### src/source/cpu_pkg.sv
`default_nettype none

package cpu_pkg;

	// machine widths fixed by the instruction format
	localparam int WORD_W    = 16;
	localparam int REG_IDX_W = 2;
	localparam int NUM_REGS  = 4;
	localparam int OPCODE_W  = 4;
	localparam int FUNC_W    = 6;
	localparam int IMM_W     = 8;

	// instruction field positions
	localparam int OPCODE_LSB = 12;
	localparam int RS_LSB     = 10;
	localparam int RT_LSB     = 8;
	localparam int RD_LSB     = 6;

	typedef logic [WORD_W-1:0]    word_t;
	typedef logic [REG_IDX_W-1:0] reg_idx_t;

	// top field of the instruction
	typedef enum logic [OPCODE_W-1:0] {
		OP_ADI   = 4'd4,
		OP_ORI   = 4'd5,
		OP_LHI   = 4'd6,
		OP_RTYPE = 4'd15
	} opcode_e;

	// function field of r-type instructions
	typedef enum logic [FUNC_W-1:0] {
		FN_ADD = 6'd0,
		FN_SUB = 6'd1,
		FN_AND = 6'd2,
		FN_ORR = 6'd3,
		FN_NOT = 6'd4,
		FN_TCP = 6'd5,
		FN_SHL = 6'd6,
		FN_SHR = 6'd7,
		FN_WWD = 6'd28,
		FN_HLT = 6'd29
	} func_e;

	// operation carried out in the execute stage
	typedef enum logic [3:0] {
		ALU_ADD,
		ALU_SUB,
		ALU_AND,
		ALU_OR,
		ALU_NOT,
		ALU_NEG,
		ALU_SHL,
		ALU_SHR,
		ALU_PASS_IMM,
		ALU_PASS_A,
		ALU_NOP
	} alu_op_e;

	// decode to execute
	typedef struct packed {
		logic     valid;
		alu_op_e  op;
		reg_idx_t rs;
		reg_idx_t rt;
		reg_idx_t dst;
		word_t    imm;
		// second operand comes from imm instead of rt
		logic     use_imm;
		logic     writes;
		logic     wwd;
		logic     halt;
	} decoded_t;

	// execute to writeback and also the bypass source
	typedef struct packed {
		logic     valid;
		logic     write;
		reg_idx_t dst;
		word_t    value;
		logic     wwd;
		logic     halt;
	} result_t;

endpackage

`default_nettype wire

### src/source/cpu_top.sv
`default_nettype none

module cpu_top (
	input  logic           clk,
	input  logic           reset_n,
	input  logic           instr_valid,
	input  cpu_pkg::word_t instr,
	output cpu_pkg::word_t output_port,
	output cpu_pkg::word_t num_inst,
	output logic           is_halted
);
	import cpu_pkg::*;

	decoded_t dec;
	result_t  res;
	reg_idx_t rf_a_idx;
	reg_idx_t rf_b_idx;
	word_t    rf_a;
	word_t    rf_b;

	pipe_decode u_decode (
		.clk         (clk),
		.reset_n     (reset_n),
		.instr_valid (instr_valid),
		.instr       (instr),
		.dec         (dec)
	);

	pipe_execute u_execute (
		.clk      (clk),
		.reset_n  (reset_n),
		.dec      (dec),
		.rf_a_idx (rf_a_idx),
		.rf_b_idx (rf_b_idx),
		.rf_a     (rf_a),
		.rf_b     (rf_b),
		.res      (res)
	);

	pipe_writeback u_writeback (
		.clk         (clk),
		.reset_n     (reset_n),
		.rf_a_idx    (rf_a_idx),
		.rf_b_idx    (rf_b_idx),
		.rf_a        (rf_a),
		.rf_b        (rf_b),
		.res         (res),
		.output_port (output_port),
		.num_inst    (num_inst),
		.is_halted   (is_halted)
	);

endmodule

`default_nettype wire

### src/source/pipe_decode.sv
`default_nettype none

module pipe_decode (
	input  logic             clk,
	input  logic             reset_n,
	input  logic             instr_valid,
	input  cpu_pkg::word_t   instr,
	output cpu_pkg::decoded_t dec
);
	import cpu_pkg::*;

	opcode_e            opcode;
	func_e              func;
	logic [IMM_W-1:0]   imm8;
	logic               halt_seen;
	logic               accept;
	decoded_t           dec_next;

	assign opcode = opcode_e'(instr[OPCODE_LSB +: OPCODE_W]);
	assign func   = func_e'(instr[FUNC_W-1:0]);
	assign imm8   = instr[IMM_W-1:0];

	// nothing gets in once HLT has been taken
	assign accept = instr_valid && !halt_seen;

	always_comb begin
		dec_next         = '0;
		dec_next.valid   = accept;
		dec_next.op      = ALU_NOP;
		dec_next.rs      = instr[RS_LSB +: REG_IDX_W];
		dec_next.rt      = instr[RT_LSB +: REG_IDX_W];
		dec_next.dst     = instr[RT_LSB +: REG_IDX_W];
		case (opcode)
			OP_ADI: begin
				dec_next.op      = ALU_ADD;
				dec_next.imm     = {{(WORD_W - IMM_W){imm8[IMM_W-1]}}, imm8};
				dec_next.use_imm = 1'b1;
				dec_next.writes  = 1'b1;
			end
			OP_ORI: begin
				dec_next.op      = ALU_OR;
				dec_next.imm     = {{(WORD_W - IMM_W){1'b0}}, imm8};
				dec_next.use_imm = 1'b1;
				dec_next.writes  = 1'b1;
			end
			OP_LHI: begin
				dec_next.op     = ALU_PASS_IMM;
				dec_next.imm    = {imm8, {(WORD_W - IMM_W){1'b0}}};
				dec_next.writes = 1'b1;
			end
			OP_RTYPE: begin
				// r-type writes to rd
				dec_next.dst    = instr[RD_LSB +: REG_IDX_W];
				dec_next.writes = 1'b1;
				case (func)
					FN_ADD: dec_next.op = ALU_ADD;
					FN_SUB: dec_next.op = ALU_SUB;
					FN_AND: dec_next.op = ALU_AND;
					FN_ORR: dec_next.op = ALU_OR;
					FN_NOT: dec_next.op = ALU_NOT;
					FN_TCP: dec_next.op = ALU_NEG;
					FN_SHL: dec_next.op = ALU_SHL;
					FN_SHR: dec_next.op = ALU_SHR;
					FN_WWD: begin
						dec_next.op     = ALU_PASS_A;
						dec_next.wwd    = 1'b1;
						dec_next.writes = 1'b0;
					end
					FN_HLT: begin
						dec_next.halt   = 1'b1;
						dec_next.writes = 1'b0;
					end
					default: dec_next.writes = 1'b0;
				endcase
			end
			// unknown opcode retires as a no-op
			default: dec_next.op = ALU_NOP;
		endcase
	end

	always_ff @(posedge clk) begin
		if (!reset_n) begin
			dec       <= '0;
			halt_seen <= 1'b0;
		end else begin
			dec <= dec_next;
			if (accept && dec_next.halt) begin
				halt_seen <= 1'b1;
			end
		end
	end

endmodule

`default_nettype wire

### src/source/pipe_execute.sv
`default_nettype none

module pipe_execute (
	input  logic              clk,
	input  logic              reset_n,
	input  cpu_pkg::decoded_t dec,
	output cpu_pkg::reg_idx_t rf_a_idx,
	output cpu_pkg::reg_idx_t rf_b_idx,
	input  cpu_pkg::word_t    rf_a,
	input  cpu_pkg::word_t    rf_b,
	output cpu_pkg::result_t  res
);
	import cpu_pkg::*;

	logic  hit_a;
	logic  hit_b;
	word_t op_a;
	word_t reg_b;
	word_t op_b;
	word_t alu_out;

	// register file is read straight from the decode register
	assign rf_a_idx = dec.rs;
	assign rf_b_idx = dec.rt;

	// the instruction just ahead sits in res and is not yet written back
	assign hit_a = res.valid && res.write && (res.dst == dec.rs);
	assign hit_b = res.valid && res.write && (res.dst == dec.rt);

	assign op_a  = hit_a ? res.value : rf_a;
	assign reg_b = hit_b ? res.value : rf_b;
	assign op_b  = dec.use_imm ? dec.imm : reg_b;

	always_comb begin
		case (dec.op)
			ALU_ADD:      alu_out = op_a + op_b;
			ALU_SUB:      alu_out = op_a - op_b;
			ALU_AND:      alu_out = op_a & op_b;
			ALU_OR:       alu_out = op_a | op_b;
			ALU_NOT:      alu_out = ~op_a;
			ALU_NEG:      alu_out = ~op_a + word_t'(1);
			ALU_SHL:      alu_out = {op_a[WORD_W-2:0], 1'b0};
			// arithmetic with the sign bit kept
			ALU_SHR:      alu_out = {op_a[WORD_W-1], op_a[WORD_W-1:1]};
			ALU_PASS_IMM: alu_out = dec.imm;
			ALU_PASS_A:   alu_out = op_a;
			default:      alu_out = '0;
		endcase
	end

	always_ff @(posedge clk) begin
		if (!reset_n) begin
			res <= '0;
		end else begin
			res.valid <= dec.valid;
			res.write <= dec.valid && dec.writes;
			res.dst   <= dec.dst;
			res.value <= alu_out;
			res.wwd   <= dec.valid && dec.wwd;
			res.halt  <= dec.valid && dec.halt;
		end
	end

endmodule

`default_nettype wire

### src/source/pipe_writeback.sv
`default_nettype none

module pipe_writeback (
	input  logic              clk,
	input  logic              reset_n,
	input  cpu_pkg::reg_idx_t rf_a_idx,
	input  cpu_pkg::reg_idx_t rf_b_idx,
	output cpu_pkg::word_t    rf_a,
	output cpu_pkg::word_t    rf_b,
	input  cpu_pkg::result_t  res,
	output cpu_pkg::word_t    output_port,
	output cpu_pkg::word_t    num_inst,
	output logic              is_halted
);
	import cpu_pkg::*;

	word_t rf [NUM_REGS];

	// read ports are combinational and the write lands at the clock edge
	assign rf_a = rf[rf_a_idx];
	assign rf_b = rf[rf_b_idx];

	always_ff @(posedge clk) begin
		if (!reset_n) begin
			for (int i = 0; i < NUM_REGS; i++) begin
				rf[i] <= '0;
			end
		end else if (res.valid && res.write) begin
			rf[res.dst] <= res.value;
		end
	end

	// retire side with output port, count and halt
	always_ff @(posedge clk) begin
		if (!reset_n) begin
			output_port <= '0;
			num_inst    <= '0;
			is_halted   <= 1'b0;
		end else if (res.valid) begin
			// no-ops count as well
			num_inst <= num_inst + word_t'(1);
			if (res.wwd) begin
				output_port <= res.value;
			end
			if (res.halt) begin
				is_halted <= 1'b1;
			end
		end
	end

endmodule

`default_nettype wire

### config.mk
export PLATFORM = sky130hd
export DESIGN_NAME = cpu_top
export DESIGN_NICKNAME = d
export VERILOG_FILES = /design/src/source/cpu_pkg.sv /design/src/source/cpu_top.sv /design/src/source/pipe_decode.sv /design/src/source/pipe_execute.sv /design/src/source/pipe_writeback.sv
export SDC_FILE = /design/constraint.sdc
export NUM_CORES = 1
export LEC_CHECK = 0
export BUFFER_PORTS_ARGS = -buffer_cell sky130_fd_sc_hd__buf_2
export CORE_ASPECT_RATIO = 1.75
export CORE_MARGIN = 10
export CORE_UTILIZATION = 62
export DETAILED_ROUTE_END_ITERATION = 6
export PLACE_DENSITY_LB_ADDON = 0.15
export SETUP_SLACK_MARGIN = 0.02
export SYNTH_ARGS = -nofsm -noshare
export SYNTH_HDL_FRONTEND = slang
export SYNTH_SLANG_ARGS = --single-unit
### constraint.sdc
create_clock -name clk -period 5.2 [get_ports clk]
set_input_delay 0.52 -clock clk [delete_from_list [all_inputs] [get_ports clk]]
set_output_delay 0.52 -clock clk [all_outputs]
set_load 0.005 [all_outputs]
; After elaboration in Yosys (flattened, before gate mapping)
; Memory sizes are Yosys's and may differ from the RTL's. A register that Yosys moved wholly into a read port is not among the register bits.
; Cells that the tools add are included.
[totals]
reg_bits = 87
latchBits = 0
mem_bits_rw = 64
romBits = 0
in_bits = 19
out_inout_bits = 33
word_cells = 93
memories = 1
[mem_list]
columns = memory, words, width, read_ports, rd_clocked_by_memory_dff, wr, line
row1 = u_writeback.rf, 4, 16, 2, 2, 4, pipe_writeback.sv:17  ; word_t rf [NUM_REGS];
[classes]
addsub = 4
multipliers = 0
div = 0
order_cmp = 0
n_eq_ne = 24
shift = 0
muxes = 23
bitwise_logic = 3
n_reduce_logical = 18
[op_table]
columns = op, n
row1 = 16-bit case mux with 10 select lines, 1
row2 = 16-bit two-way mux, 4
row3 = 16-bit case mux with 3 select lines, 1
row4 = 4-bit case mux with 9 select lines, 1
row5 = 16-bit by 1-bit adder with 16-bit output (second input constant), 2
row6 = 4-bit by 3-bit equality test with 1-bit output (second input constant), 7
row7 = 6-bit by 3-bit equality test with 1-bit output (second input constant), 4
row8 = 16-bit adder, 1
row9 = 16-bit AND, 1
row10 = 16-bit inverter, 1
row11 = 16-bit OR, 1
row12 = 4-bit case mux with 4 select lines, 1
row13 = 16-bit OR reduction, 1
row14 = 16-bit subtractor, 1
row15 = 4-bit equality test (second input constant), 3
row16 = 6-bit by 2-bit equality test with 1-bit output (second input constant), 2
row17 = 6-bit by 5-bit equality test with 1-bit output (second input constant), 2
row18 = 1-bit two-way mux, 10
row19 = 4-bit by 2-bit equality test with 1-bit output (second input constant), 2
row20 = 1-bit logical AND, 8
row21 = 2-bit two-way mux, 4
row22 = 8-bit OR reduction, 1
row23 = 6-bit by 1-bit equality test with 1-bit output (second input constant), 1
row24 = 6-bit zero test, 1
row25 = other kinds (8), 11

; Longest topological paths before layout
; Gate-level depths: netlist (run 1).
[logic_depth]
ltp_word = 6
mapped_depth = 22
ltp_nobuf = 19

; Cells and area by module
; Synthesis (run 1) repeated with hierarchy kept, for this count alone.
[unflattened]
cells_unflattened = 953
hier_area_um2 = 9210.1
[by_module_without_submodules]
columns = mod, instances, cells_each, area_each_um2, seq_area_each_um2
row1 = pipe_writeback, 1, 346, 4506.8, 2582.5
row2 = pipe_execute, 1, 499, 3584.7, 440.4
row3 = pipe_decode, 1, 108, 1118.6, 640.6

; Least setup slack after synthesis (run 1)
; No wires, ideal clock.
[synth_timing]
kind = reg-to-reg
start = reg rf_b_idx[0] (netlist name)
end = reg u_execute.res[17] (netlist name)
setup_time_ns = 0.062
arrival_ns = 3.929
t_required_ns = 5.138
path_slack_ns = 1.209
path_stages_with_launch = 20
path_buffers = 2
period_less_slack_ns = 3.991
cell_sequence = dfxtp_1 -> buf_6 -> buf_6 -> mux4_2 -> o311ai_0 -> o311ai_1 -> nor3_2 -> nand3_1 -> o31ai_4 -> o21ai_0 -> xnor2_1 -> ha_1 -> a21oi_1 -> o21ai_0 -> a31oi_1 -> o21ai_0 -> a31oi_1 -> o211ai_1 -> mux2_2 -> nand3_1
[synth_via]
elab_chain_cells = 6
elab_cells_between_ends = 9
classes_between = add/sub: 2 / eq/ne: 1 / mux: 3 / bitwise: 2 / reduce/logical: 1
[synth_rtl]
columns = element, line
row1 = 2-bit equality test (*), pipe_execute.sv:28  ; assign hit_b = res.valid && res.write && (res.dst == dec.rt);
row2 = 1-bit logical AND (*), pipe_execute.sv:28
row3 = 16-bit two-way mux (*), pipe_execute.sv:31  ; assign reg_b = hit_b ? res.value : rf_b;
row4 = 16-bit two-way mux (*), pipe_execute.sv:32  ; assign op_b = dec.use_imm ? dec.imm : reg_b;
row5 = "16-bit subtractor, or another cell as far along", pipe_execute.sv:37  ; ALU_SUB: alu_out = op_a - op_b;
row6 = 16-bit case mux with 10 select lines (*), pipe_execute.sv:35  ; case (dec.op)
; Mark *: on every way between the ends. The rest lies on a longest branch, timed or not.
; A chain may end at the register's enable or synchronous reset.

; Final worst setup path (run 1)
[layout_timing]
start = reg rf_b_idx[1] (netlist name)
end = reg u_execute.res[17] (netlist name)
[layout_via]
elab_chain_cells = 6
elab_cells_between_ends = 9
classes_between = add/sub: 2 / eq/ne: 1 / mux: 3 / bitwise: 2 / reduce/logical: 1
[layout_rtl]
columns = element, line
row1 = 2-bit equality test (*), pipe_execute.sv:28
row2 = 1-bit logical AND (*), pipe_execute.sv:28
row3 = 16-bit two-way mux (*), pipe_execute.sv:31
row4 = 16-bit two-way mux (*), pipe_execute.sv:32
row5 = "16-bit subtractor, or another cell as far along", pipe_execute.sv:37
row6 = 16-bit case mux with 10 select lines (*), pipe_execute.sv:35
; Marks and branches as above.

==> results of run 1 <==
report_power, final:
group,switching (mW),internal [mW]
clock,0.611,0.651
sequential,0.0530,1.27
combinational,0.317,0.212
total,0.980,2.13
state kept, by name, summed over array words and instances (netlist names):
name	count
u_decode.halt_seen	1
u_writeback.output_port	16
rf_b_idx	2
u_writeback.is_halted	1
rf_a_idx	2
u_writeback.num_inst	16
u_decode.dec	27
u_writeback.rf	64
u_execute.res	22
synth_stat cells (all sizes together), types with 6 or more instances:
| library cell | count |
|---|---|
| o21a | 10 |
| a211oi | 9 |
| nand2b | 13 |
| buf | 15 |
| xor2 | 7 |
| nor2 | 59 |
| xnor2 | 35 |
| ha | 23 |
| mux2i | 23 |
| nor2b | 9 |
| nand3 | 20 |
| inv | 22 |
| and3 | 24 |
| a21boi | 24 |
| o21ai | 47 |
| a221oi | 6 |
| and2 | 74 |
| o311ai | 11 |
| edfxtp | 64 |
| nor4 | 11 |
| a31oi | 14 |
| nand4 | 8 |
| nand2 | 106 |
| nor3 | 27 |
| mux4 | 32 |
| o211ai | 13 |
| a21oi | 33 |
| clkbuf | 44 |
| o31ai | 7 |
| dfxtp | 87 |
| mux2 | 14 |
| nor3b | 6 |
cells by family after synthesis:
| logic type | count (synthesis) | share of synthesized area [%] |
|---|---|---|
| AND/OR/NAND/NOR | 371 | 20.4 |
| AO/OA/AOI/OAI | 219 | 16.4 |
| flip-flops | 151 | 39.2 |
| buffers and inverters | 83 | 4.20 |
| multiplexers | 69 | 12.3 |
| XOR/XNOR | 42 | 3.94 |
| adder cells (fa/ha/maj) | 26 | 3.51 |
how the worst min path moves through the flow:
stage                                          startpoint                               to  slack, ns  cells after the start
final                                           instr[10]           rf_a_idx[0]$_SDFF_PN0_       0.30                      2
after global routing                          instr_valid  u_decode.halt_seen$_SDFFE_PN0P_       0.31                      2
after CTS                                        instr[9]           rf_b_idx[1]$_SDFF_PN0_       0.29                      2
after detailed placement  u_decode.halt_seen$_SDFFE_PN0P_      u_decode.dec[30]$_SDFF_PN0_       0.41                      1
after global placement    u_decode.halt_seen$_SDFFE_PN0P_      u_decode.dec[30]$_SDFF_PN0_       0.40                      1
after floorplan           u_decode.halt_seen$_SDFFE_PN0P_      u_decode.dec[30]$_SDFF_PN0_       0.39                      1
layer usage:
metal  global-route usage [%]  up-vias  part of all wire, %
li1                         -     3646                    -
met1                     29.1     3815                   36
met2                     47.6      406                   51
met3                     4.93      119                  5.4
met4                     22.2        0                  7.9
met5                        0        -                    0
layout make-up:
| cell class | instances | area (um2) | share of cell area [%] |
|---|---|---|---|
| sequential | 151 | 3670 | 35.4 |
| timing repair buffer | 81 | 480 | 4.63 |
| multi-input combinational | 727 | 5300 | 51.1 |
| inverter | 24 | 90.1 | 0.869 |
| clock buffer | 17 | 425 | 4.10 |
| tap | 183 | 229 | 2.21 |
| clock inverter | 15 | 183 | 1.76 |
stage by stage:
stage,worst slack [ns],utilization (%)
detailed placement,0.427,65.7
CTS,0.358,69.8
floorplan,1.21,-
global route,0.0416,69.9
global placement,0.500,65.7
finish,0.479,69.9
worst reg2reg max path, stage by stage, from the launching register on:
cell and delay [ns]:
sky130_fd_sc_hd__dfxtp_1 0.57, sky130_fd_sc_hd__buf_4 0.29, sky130_fd_sc_hd__mux4_2 0.33, sky130_fd_sc_hd__o311ai_0 0.13, sky130_fd_sc_hd__o311ai_1 0.31, sky130_fd_sc_hd__nor3_2 0.31, sky130_fd_sc_hd__nand3_1 0.17, sky130_fd_sc_hd__o31ai_4 0.36
sky130_fd_sc_hd__o21ai_0 0.17, sky130_fd_sc_hd__xnor2_1 0.18, sky130_fd_sc_hd__ha_1 0.35, sky130_fd_sc_hd__a21oi_1 0.15, sky130_fd_sc_hd__o21ai_0 0.11, sky130_fd_sc_hd__a31oi_1 0.14, sky130_fd_sc_hd__o21ai_0 0.23, sky130_fd_sc_hd__a31oi_2 0.37
sky130_fd_sc_hd__o211ai_1 0.14, sky130_fd_sc_hd__mux2_2 0.28, sky130_fd_sc_hd__nand3_1 0.08
repair_timing:
action	in CTS	in global routing
gates resized for setup	0	3
setup endpoints to repair	0	2
endpoints found under the hold margin	0	0
hold buffers	0	0
==> impl_table.tex, run 1 <==
\begin{tabular}{lr}
\hline
Metric & Value \\
\hline
\multicolumn{2}{l}{\textbf{Worst setup path}} \\
\quad Worst path cell trace & buf\_4 > mux4\_2 > o311ai\_0 > o311ai\_1 > nor3\_2 > nand3\_1 > o31ai\_4 > o21ai\_0 > xnor2\_1 > ha\_1 > a21oi\_1 > o21ai\_0 > a31oi\_1 > o21ai\_0 > a31oi\_2 > o211ai\_1 > mux2\_2 > nand3\_1 \\
\quad Sum of buffers and inverters on the critical path & 1 \\
\quad Setup crit start kind & flip-flop \\
\quad Worst Setup Path Type & flip-flop to flip-flop \\
\quad Delay contributed by the slowest stage of the critical path & 0.57 ns \\
\quad Largest fanout of any net on the critical path & 11 \\
\quad Endpoint class of the critical path & flip-flop \\
\quad Capturing element of the worst setup path & u\_execute.res[17]\$\_SDFF\_PN0\_ \\
\quad Cells on worst reg2reg path & 18 \\
\quad Most used cell along the critical path & sky130\_fd\_sc\_hd\_\_o21ai\_0 \\
\quad Launch point of the critical path & rf\_b\_idx[1]\$\_SDFF\_PN0\_ \\
\quad Stages on the worst setup path & 18 \\
\quad Slowest CP cell & sky130\_fd\_sc\_hd\_\_dfxtp\_1 \\
\quad Data required, critical path & 5.58 ns \\
\quad Worst r2r dst & u\_execute.res[17]\$\_SDFF\_PN0\_ \\
\quad Worst EP arrival & 5.10 ns \\
\quad Register-to-Register Setup Slack & 0.48 ns \\
\quad Cell class contributing the biggest share of worst-path delay & compound AO/OA/AOI/OAI gates \\
\quad Source of the worst register-to-register timing path & rf\_b\_idx[1]\$\_SDFF\_PN0\_ \\
\multicolumn{2}{l}{\textbf{Floorplan}} \\
\quad Core region area & 0.0148 mm2 \\
\quad Starting density of the core & 63.0\% \\
\quad Top-Level Pins & 52 \\
\quad Number of rows in the core area & 59 \\
\quad Area of the die & 0.0206 mm2 \\
\quad Vert. Die Dim & 182 um \\
\quad Die span in x & 113 um \\
\multicolumn{2}{l}{\textbf{Detailed routing}} \\
\quad Sum of routed wire length over all layers & 28800 um \\
\quad Vias/cell & 6.67 \\
\quad Detailed-routing iteration count for the pre-antenna-repair pass & 5 \\
\quad Count of vias placed by the detailed router & 7986 \\
\quad Remaining antenna violation count after routing & 0 \\
\quad Post-DR wirelength/cell & 24.0 um \\
\quad Initial DRC Count & 646 \\
\quad DRC viols & 0 \\
\multicolumn{2}{l}{\textbf{Synth}} \\
\quad Synth area leaders & sky130\_fd\_sc\_hd\_\_edfxtp\_1 (21\%), sky130\_fd\_sc\_hd\_\_dfxtp\_1 (19\%), sky130\_fd\_sc\_hd\_\_mux4\_2 (5.3\%) \\
\quad Post-synth EDFFs & 64 \\
\quad Netlist area before placement & 0.00935 mm2 \\
\quad Library cell occupying the most area in the post-synthesis netlist & sky130\_fd\_sc\_hd\_\_edfxtp\_1 \\
\quad Yosys top cell area share & 20.6\% \\
\quad Synthesized area per cell & 9.72 um2 \\
\quad Portion of the post-synthesis area used by sequential elements & 39.2\% \\
\quad Unique masters post-synth & 74 \\
\quad Predominant post-synthesis flop cell & sky130\_fd\_sc\_hd\_\_dfxtp\_1 \\
\quad Yosys warnings & 0 \\
\quad Synthesized netlist net count & 1004 \\
\quad Number of synthesized register bits & 151 \\
\quad Async SR Flop Fraction & 0\% \\
\quad Cell count after synthesis & 961 \\
\multicolumn{2}{l}{\textbf{Place}} \\
\quad Detail Placement HPWL & 21600 um \\
\quad Port bufs & 51 \\
\quad Total placed cells including tap cells & 1166 \\
\quad Global placer's final weighted congestion & 0.983 \\
\quad Area post-placement & 0.00975 mm2 \\
\multicolumn{2}{l}{\textbf{STA}} \\
\quad Count of final setup violators & 0 \\
\quad RSZ-0062 raised after global routing & false \\
\quad Fin. max-slew vios & 0 \\
\quad Post-route clock period utilization & 90.8\% \\
\quad Worst clock skew & 0.0161 ns \\
\quad Number of endpoints with negative hold slack in the final report & 0 \\
\quad Pin slew with the least headroom to its limit & 1.16 ns \\
\quad WHS & 0.305 ns \\
\quad Slew HR & 22.0\% \\
\quad Total negative setup slack & 0 ns \\
\quad Final critical path time including I/O delays and setup & 4.72 ns \\
\quad Highest attainable clock frequency & 0.212 GHz \\
\multicolumn{2}{l}{\textbf{Clock tree}} \\
\quad TritonCTS clock tree & yes \\
\quad Clock net sink count & 151 \\
\quad H-tree depth reported by CTS & 4 \\
\quad Buffer depth of the longest clock path & 2 \\
\quad Clock Tree Root & sky130\_fd\_sc\_hd\_\_clkbuf\_16 \\
\quad Later-pin clock latency in the skew report & 0.44 ns \\
\quad Cts bufs inserted & 17 \\
\quad Register clock-pin slew on the reported worst setup and hold paths & 0.07 ns \\
\quad Post-CTS setup repair buffer count & 0 \\
\multicolumn{2}{l}{\textbf{Layout}} \\
\quad Diode insertion count for antenna repair & 0 \\
\quad Most frequent standard cell in the layout excluding fill and tap cells & sky130\_fd\_sc\_hd\_\_nand2\_1 \\
\quad Synth-to-layout area growth & 11.0\% \\
\quad Post-route insts no fill & 1198 \\
\quad Fraction of layout cells with a size suffix above 1 & 16.4\% \\
\quad Most used cells in the layout excluding fill and tap cells & sky130\_fd\_sc\_hd\_\_nand2\_1 (106), sky130\_fd\_sc\_hd\_\_dfxtp\_1 (85), sky130\_fd\_sc\_hd\_\_and2\_1 (74) \\
\quad Cell area after layout & 0.0104 mm2 \\
\quad Total Nets Final & 1045 \\
\quad \# fillers & 1187 \\
\multicolumn{2}{l}{\textbf{Worst hold path}} \\
\quad Worst min-delay path category & input port to flip-flop \\
\multicolumn{2}{l}{\textbf{Power}} \\
\quad Power Total & 3.11 mW \\
\quad Peak supply drop & 0.284 mV \\
\quad Leakage & 3.98 nW \\
\quad Power Density & 300 mW/mm2 \\
\multicolumn{2}{l}{\textbf{Global route}} \\
\quad Pin count of the biggest net entering global routing & 69 \\
\quad Via count of the first global-routing pass & 8077 \\
\quad Number of antenna violations at the first check in global routing & 0 \\
\quad First-pass GRT wire length & 45000 um \\
\quad Combined global-route utilization of all metal layers & 27.8\% \\
\quad Total congestion overflow after global routing & 0 \\
\multicolumn{2}{l}{\textbf{Run}} \\
\quad Reported max-cap violation count & 0 \\
\multicolumn{2}{l}{\textbf{Outcome}} \\
\quad Result of the run & finished, final reports clean \\
\hline
\end{tabular}
No activity file was read; power rests on OpenSTA's default activity.
==> inputs of run 2 (changes only) <==
==> constraint.sdc (replaced) <==
create_clock -name clk -period 4.8 [get_ports clk]
set_input_delay 0.48 -clock clk [delete_from_list [all_inputs] [get_ports clk]]
set_output_delay 0.48 -clock clk [all_outputs]
set_load 0.005 [all_outputs]
==> run 2 against run 1 <==
  * Clock skew shrank 0.0020 ns
  * Maximum frequency grew 7.0%
  * Sequential power grew 8%
  * Register-to-register slack lost 0.09 ns
  * Critical path type unchanged
  * Largest cell class unchanged
==> impl_table.tex, run 2 (synthesized netlist as in run 1, its figures left out) <==
\begin{tabular}{lr}
\hline
Metric & Value \\
\hline
\multicolumn{2}{l}{\textbf{Worst hold path}} \\
\quad Launch point of the worst hold path & instr[11] \\
\quad Worst min-delay path category & input port to flip-flop \\
\quad Worst min-delay path endpoint & rf\_a\_idx[1]\$\_SDFF\_PN0\_ \\
\quad Number of cells on the worst hold path & 2 \\
\multicolumn{2}{l}{\textbf{Place}} \\
\quad Port bufs & 51 \\
\quad Area post-placement & 0.00983 mm2 \\
\quad Detail Placement HPWL & 22400 um \\
\quad Worst setup slack before clock tree synthesis & 0.207 ns \\
\quad Global placer's final weighted congestion & 0.992 \\
\multicolumn{2}{l}{\textbf{Layout}} \\
\quad Final core utilization & 70.3\% \\
\quad Largest Register & u\_writeback.rf \\
\quad Cell area after layout & 0.0104 mm2 \\
\quad Most frequent standard cell in the layout excluding fill and tap cells & sky130\_fd\_sc\_hd\_\_nand2\_1 \\
\quad Synth-to-layout area growth & 11.7\% \\
\quad Diode insertion count for antenna repair & 0 \\
\quad \# fillers & 1143 \\
\quad Largest regs & u\_writeback.rf (64), u\_decode.dec (27), u\_execute.res (22) \\
\quad Most used cells in the layout excluding fill and tap cells & sky130\_fd\_sc\_hd\_\_nand2\_1 (106), sky130\_fd\_sc\_hd\_\_dfxtp\_1 (87), sky130\_fd\_sc\_hd\_\_and2\_1 (74) \\
\quad Total Nets Final & 1056 \\
\quad Fraction of layout cells with a size suffix above 1 & 17.3\% \\
\quad Flip-flop count of the largest register after layout & 64 \\
\multicolumn{2}{l}{\textbf{Floorplan}} \\
\quad Area of the die & 0.0206 mm2 \\
\quad Top-Level Pins & 52 \\
\quad Vert. Die Dim & 182 um \\
\quad Core region area & 0.0148 mm2 \\
\quad Starting density of the core & 63.0\% \\
\quad Die span in x & 113 um \\
\quad Number of rows in the core area & 59 \\
\multicolumn{2}{l}{\textbf{Detailed routing}} \\
\quad Initial DRC Count & 792 \\
\quad Count of vias placed by the detailed router & 8152 \\
\quad Detailed-routing iteration count for the pre-antenna-repair pass & 7 \\
\quad Post-DR wirelength/cell & 25.1 um \\
\quad Sum of routed wire length over all layers & 30300 um \\
\quad DRC viols & 0 \\
\quad Vias/cell & 6.74 \\
\quad Remaining antenna violation count after routing & 0 \\
\multicolumn{2}{l}{\textbf{Worst setup path}} \\
\quad Data required, critical path & 5.18 ns \\
\quad Source of the worst register-to-register timing path & rf\_b\_idx[0]\$\_SDFF\_PN0\_ \\
\quad Cells on worst reg2reg path & 18 \\
\quad Endpoint class of the critical path & flip-flop \\
\quad Cell class contributing the biggest share of worst-path delay & compound AO/OA/AOI/OAI gates \\
\quad Worst path cell trace & buf\_4 > mux4\_2 > o311ai\_0 > o311ai\_1 > nor3\_2 > nand3\_1 > o31ai\_4 > o21ai\_0 > xnor2\_1 > ha\_1 > a21oi\_1 > o21ai\_0 > a31oi\_1 > o21ai\_2 > a31oi\_4 > o211ai\_1 > mux2\_2 > nand3\_1 \\
\quad Worst r2r dst & u\_execute.res[17]\$\_SDFF\_PN0\_ \\
\quad Worst Setup Path Type & flip-flop to flip-flop \\
\quad Setup crit start kind & flip-flop \\
\quad Slowest CP cell & sky130\_fd\_sc\_hd\_\_mux4\_2 \\
\quad Worst EP arrival & 4.79 ns \\
\quad Sum of buffers and inverters on the critical path & 1 \\
\quad Largest fanout of any net on the critical path & 13 \\
\quad Register-to-Register Setup Slack & 0.39 ns \\
\quad Delay contributed by the slowest stage of the critical path & 0.55 ns \\
\multicolumn{2}{l}{\textbf{STA}} \\
\quad Highest attainable clock frequency & 0.227 GHz \\
\quad Pin slew with the least headroom to its limit & 0.930 ns \\
\quad Worst Setup Slack, final & 0.386 ns \\
\quad WHS & 0.262 ns \\
\quad RSZ-0062 raised after global routing & false \\
\quad Fin. max-slew vios & 0 \\
\quad Final critical path time including I/O delays and setup & 4.41 ns \\
\quad Slew HR & 37.5\% \\
\quad Post-route clock period utilization & 92.0\% \\
\quad Worst clock skew & 0.0141 ns \\
\quad Number of endpoints with negative hold slack in the final report & 0 \\
\quad Total negative setup slack & 0 ns \\
\quad Count of final setup violators & 0 \\
\multicolumn{2}{l}{\textbf{Global route}} \\
\quad First-pass GRT wire length & 47500 um \\
\quad Total congestion overflow after global routing & 0 \\
\quad Via count of the first global-routing pass & 8317 \\
\quad Pin count of the biggest net entering global routing & 69 \\
\quad Number of antenna violations at the first check in global routing & 0 \\
\quad Combined global-route utilization of all metal layers & 29.5\% \\
\multicolumn{2}{l}{\textbf{Clock tree}} \\
\quad TritonCTS clock tree & yes \\
\quad Clock Tree Root & sky130\_fd\_sc\_hd\_\_clkbuf\_16 \\
\quad Post\_cts resized & 0 \\
\quad Number of hold buffers added after CTS & 0 \\
\quad Later-pin clock latency in the skew report & 0.43 ns \\
\quad Buffer depth of the longest clock path & 2 \\
\quad H-tree depth reported by CTS & 4 \\
\quad Clock net sink count & 151 \\
\quad Register clock-pin slew on the reported worst setup and hold paths & 0.07 ns \\
\quad Post-CTS setup repair buffer count & 0 \\
\quad Cts bufs inserted & 17 \\
\multicolumn{2}{l}{\textbf{Power}} \\
\quad Leakage & 4.02 nW \\
\quad Peak supply drop & 0.413 mV \\
\quad Power Density & 322 mW/mm2 \\
\multicolumn{2}{l}{\textbf{Outcome}} \\
\quad Result of the run & finished, final reports clean \\
\multicolumn{2}{l}{\textbf{Run}} \\
\quad Reported max-cap violation count & 0 \\
\hline
\end{tabular}
==> run 2: how the worst max path moves through the flow <==
stage | startpoint | end | slack (ns) | cells past startpoint
2_1_floorplan | rf_b_idx[0]$_SDFF_PN0_ | u_execute.res[17]$_SDFF_PN0_ | 0.81 | 19
3_3_place_gp | rf_b_idx[0]$_SDFF_PN0_ | u_execute.res[17]$_SDFF_PN0_ | 0.39 | 18
3_5_place_dp | rf_b_idx[0]$_SDFF_PN0_ | u_execute.res[17]$_SDFF_PN0_ | 0.21 | 18
4_1_cts | rf_b_idx[0]$_SDFF_PN0_ | u_execute.res[17]$_SDFF_PN0_ | 0.17 | 18
5_1_grt | rf_b_idx[0]$_SDFF_PN0_ | u_execute.res[17]$_SDFF_PN0_ | 0.07 | 19
6_report | rf_b_idx[0]$_SDFF_PN0_ | u_execute.res[17]$_SDFF_PN0_ | 0.39 | 18
==> run 2: stage by stage <==
| stage | std cells | total power, mW |
|---|---|---|
| floorplan | 961 | 1.84 |
| global placement | 1177 | 2.03 |
| detailed placement | 1177 | 2.03 |
| CTS | 1209 | 3.35 |
| global route | 1209 | 3.47 |
| finish | 1209 | 3.36 |
==> run 2: layout make-up <==
cell class	count	area [um2]	area share, %
clock inverters	15	154	1.47
well taps	183	229	2.19
inverters	24	90.1	0.863
clock buffers	17	425	4.08
multi-input cells	727	5310	50.9
flip-flops and latches	151	3660	35.1
repair buffers	92	563	5.39
==> run 2: where the power goes <==
group	switching (mW)	leakage, nW	total, mW	internal [mW]
logic	0.358	2.37	0.596	0.238
clock network	0.634	0.286	1.33	0.696
registers	0.0574	1.37	1.43	1.38
==> run 2: metal layers <==
metal  global-route usage, %  vias to the layer above  wire length, um
met5                       0                        -                0
met4                    20.6                        0             2180
met3                    5.16                      129             1770
met2                    51.9                      416            15900
met1                    30.8                     3929            10500
li1                        -                     3678                -
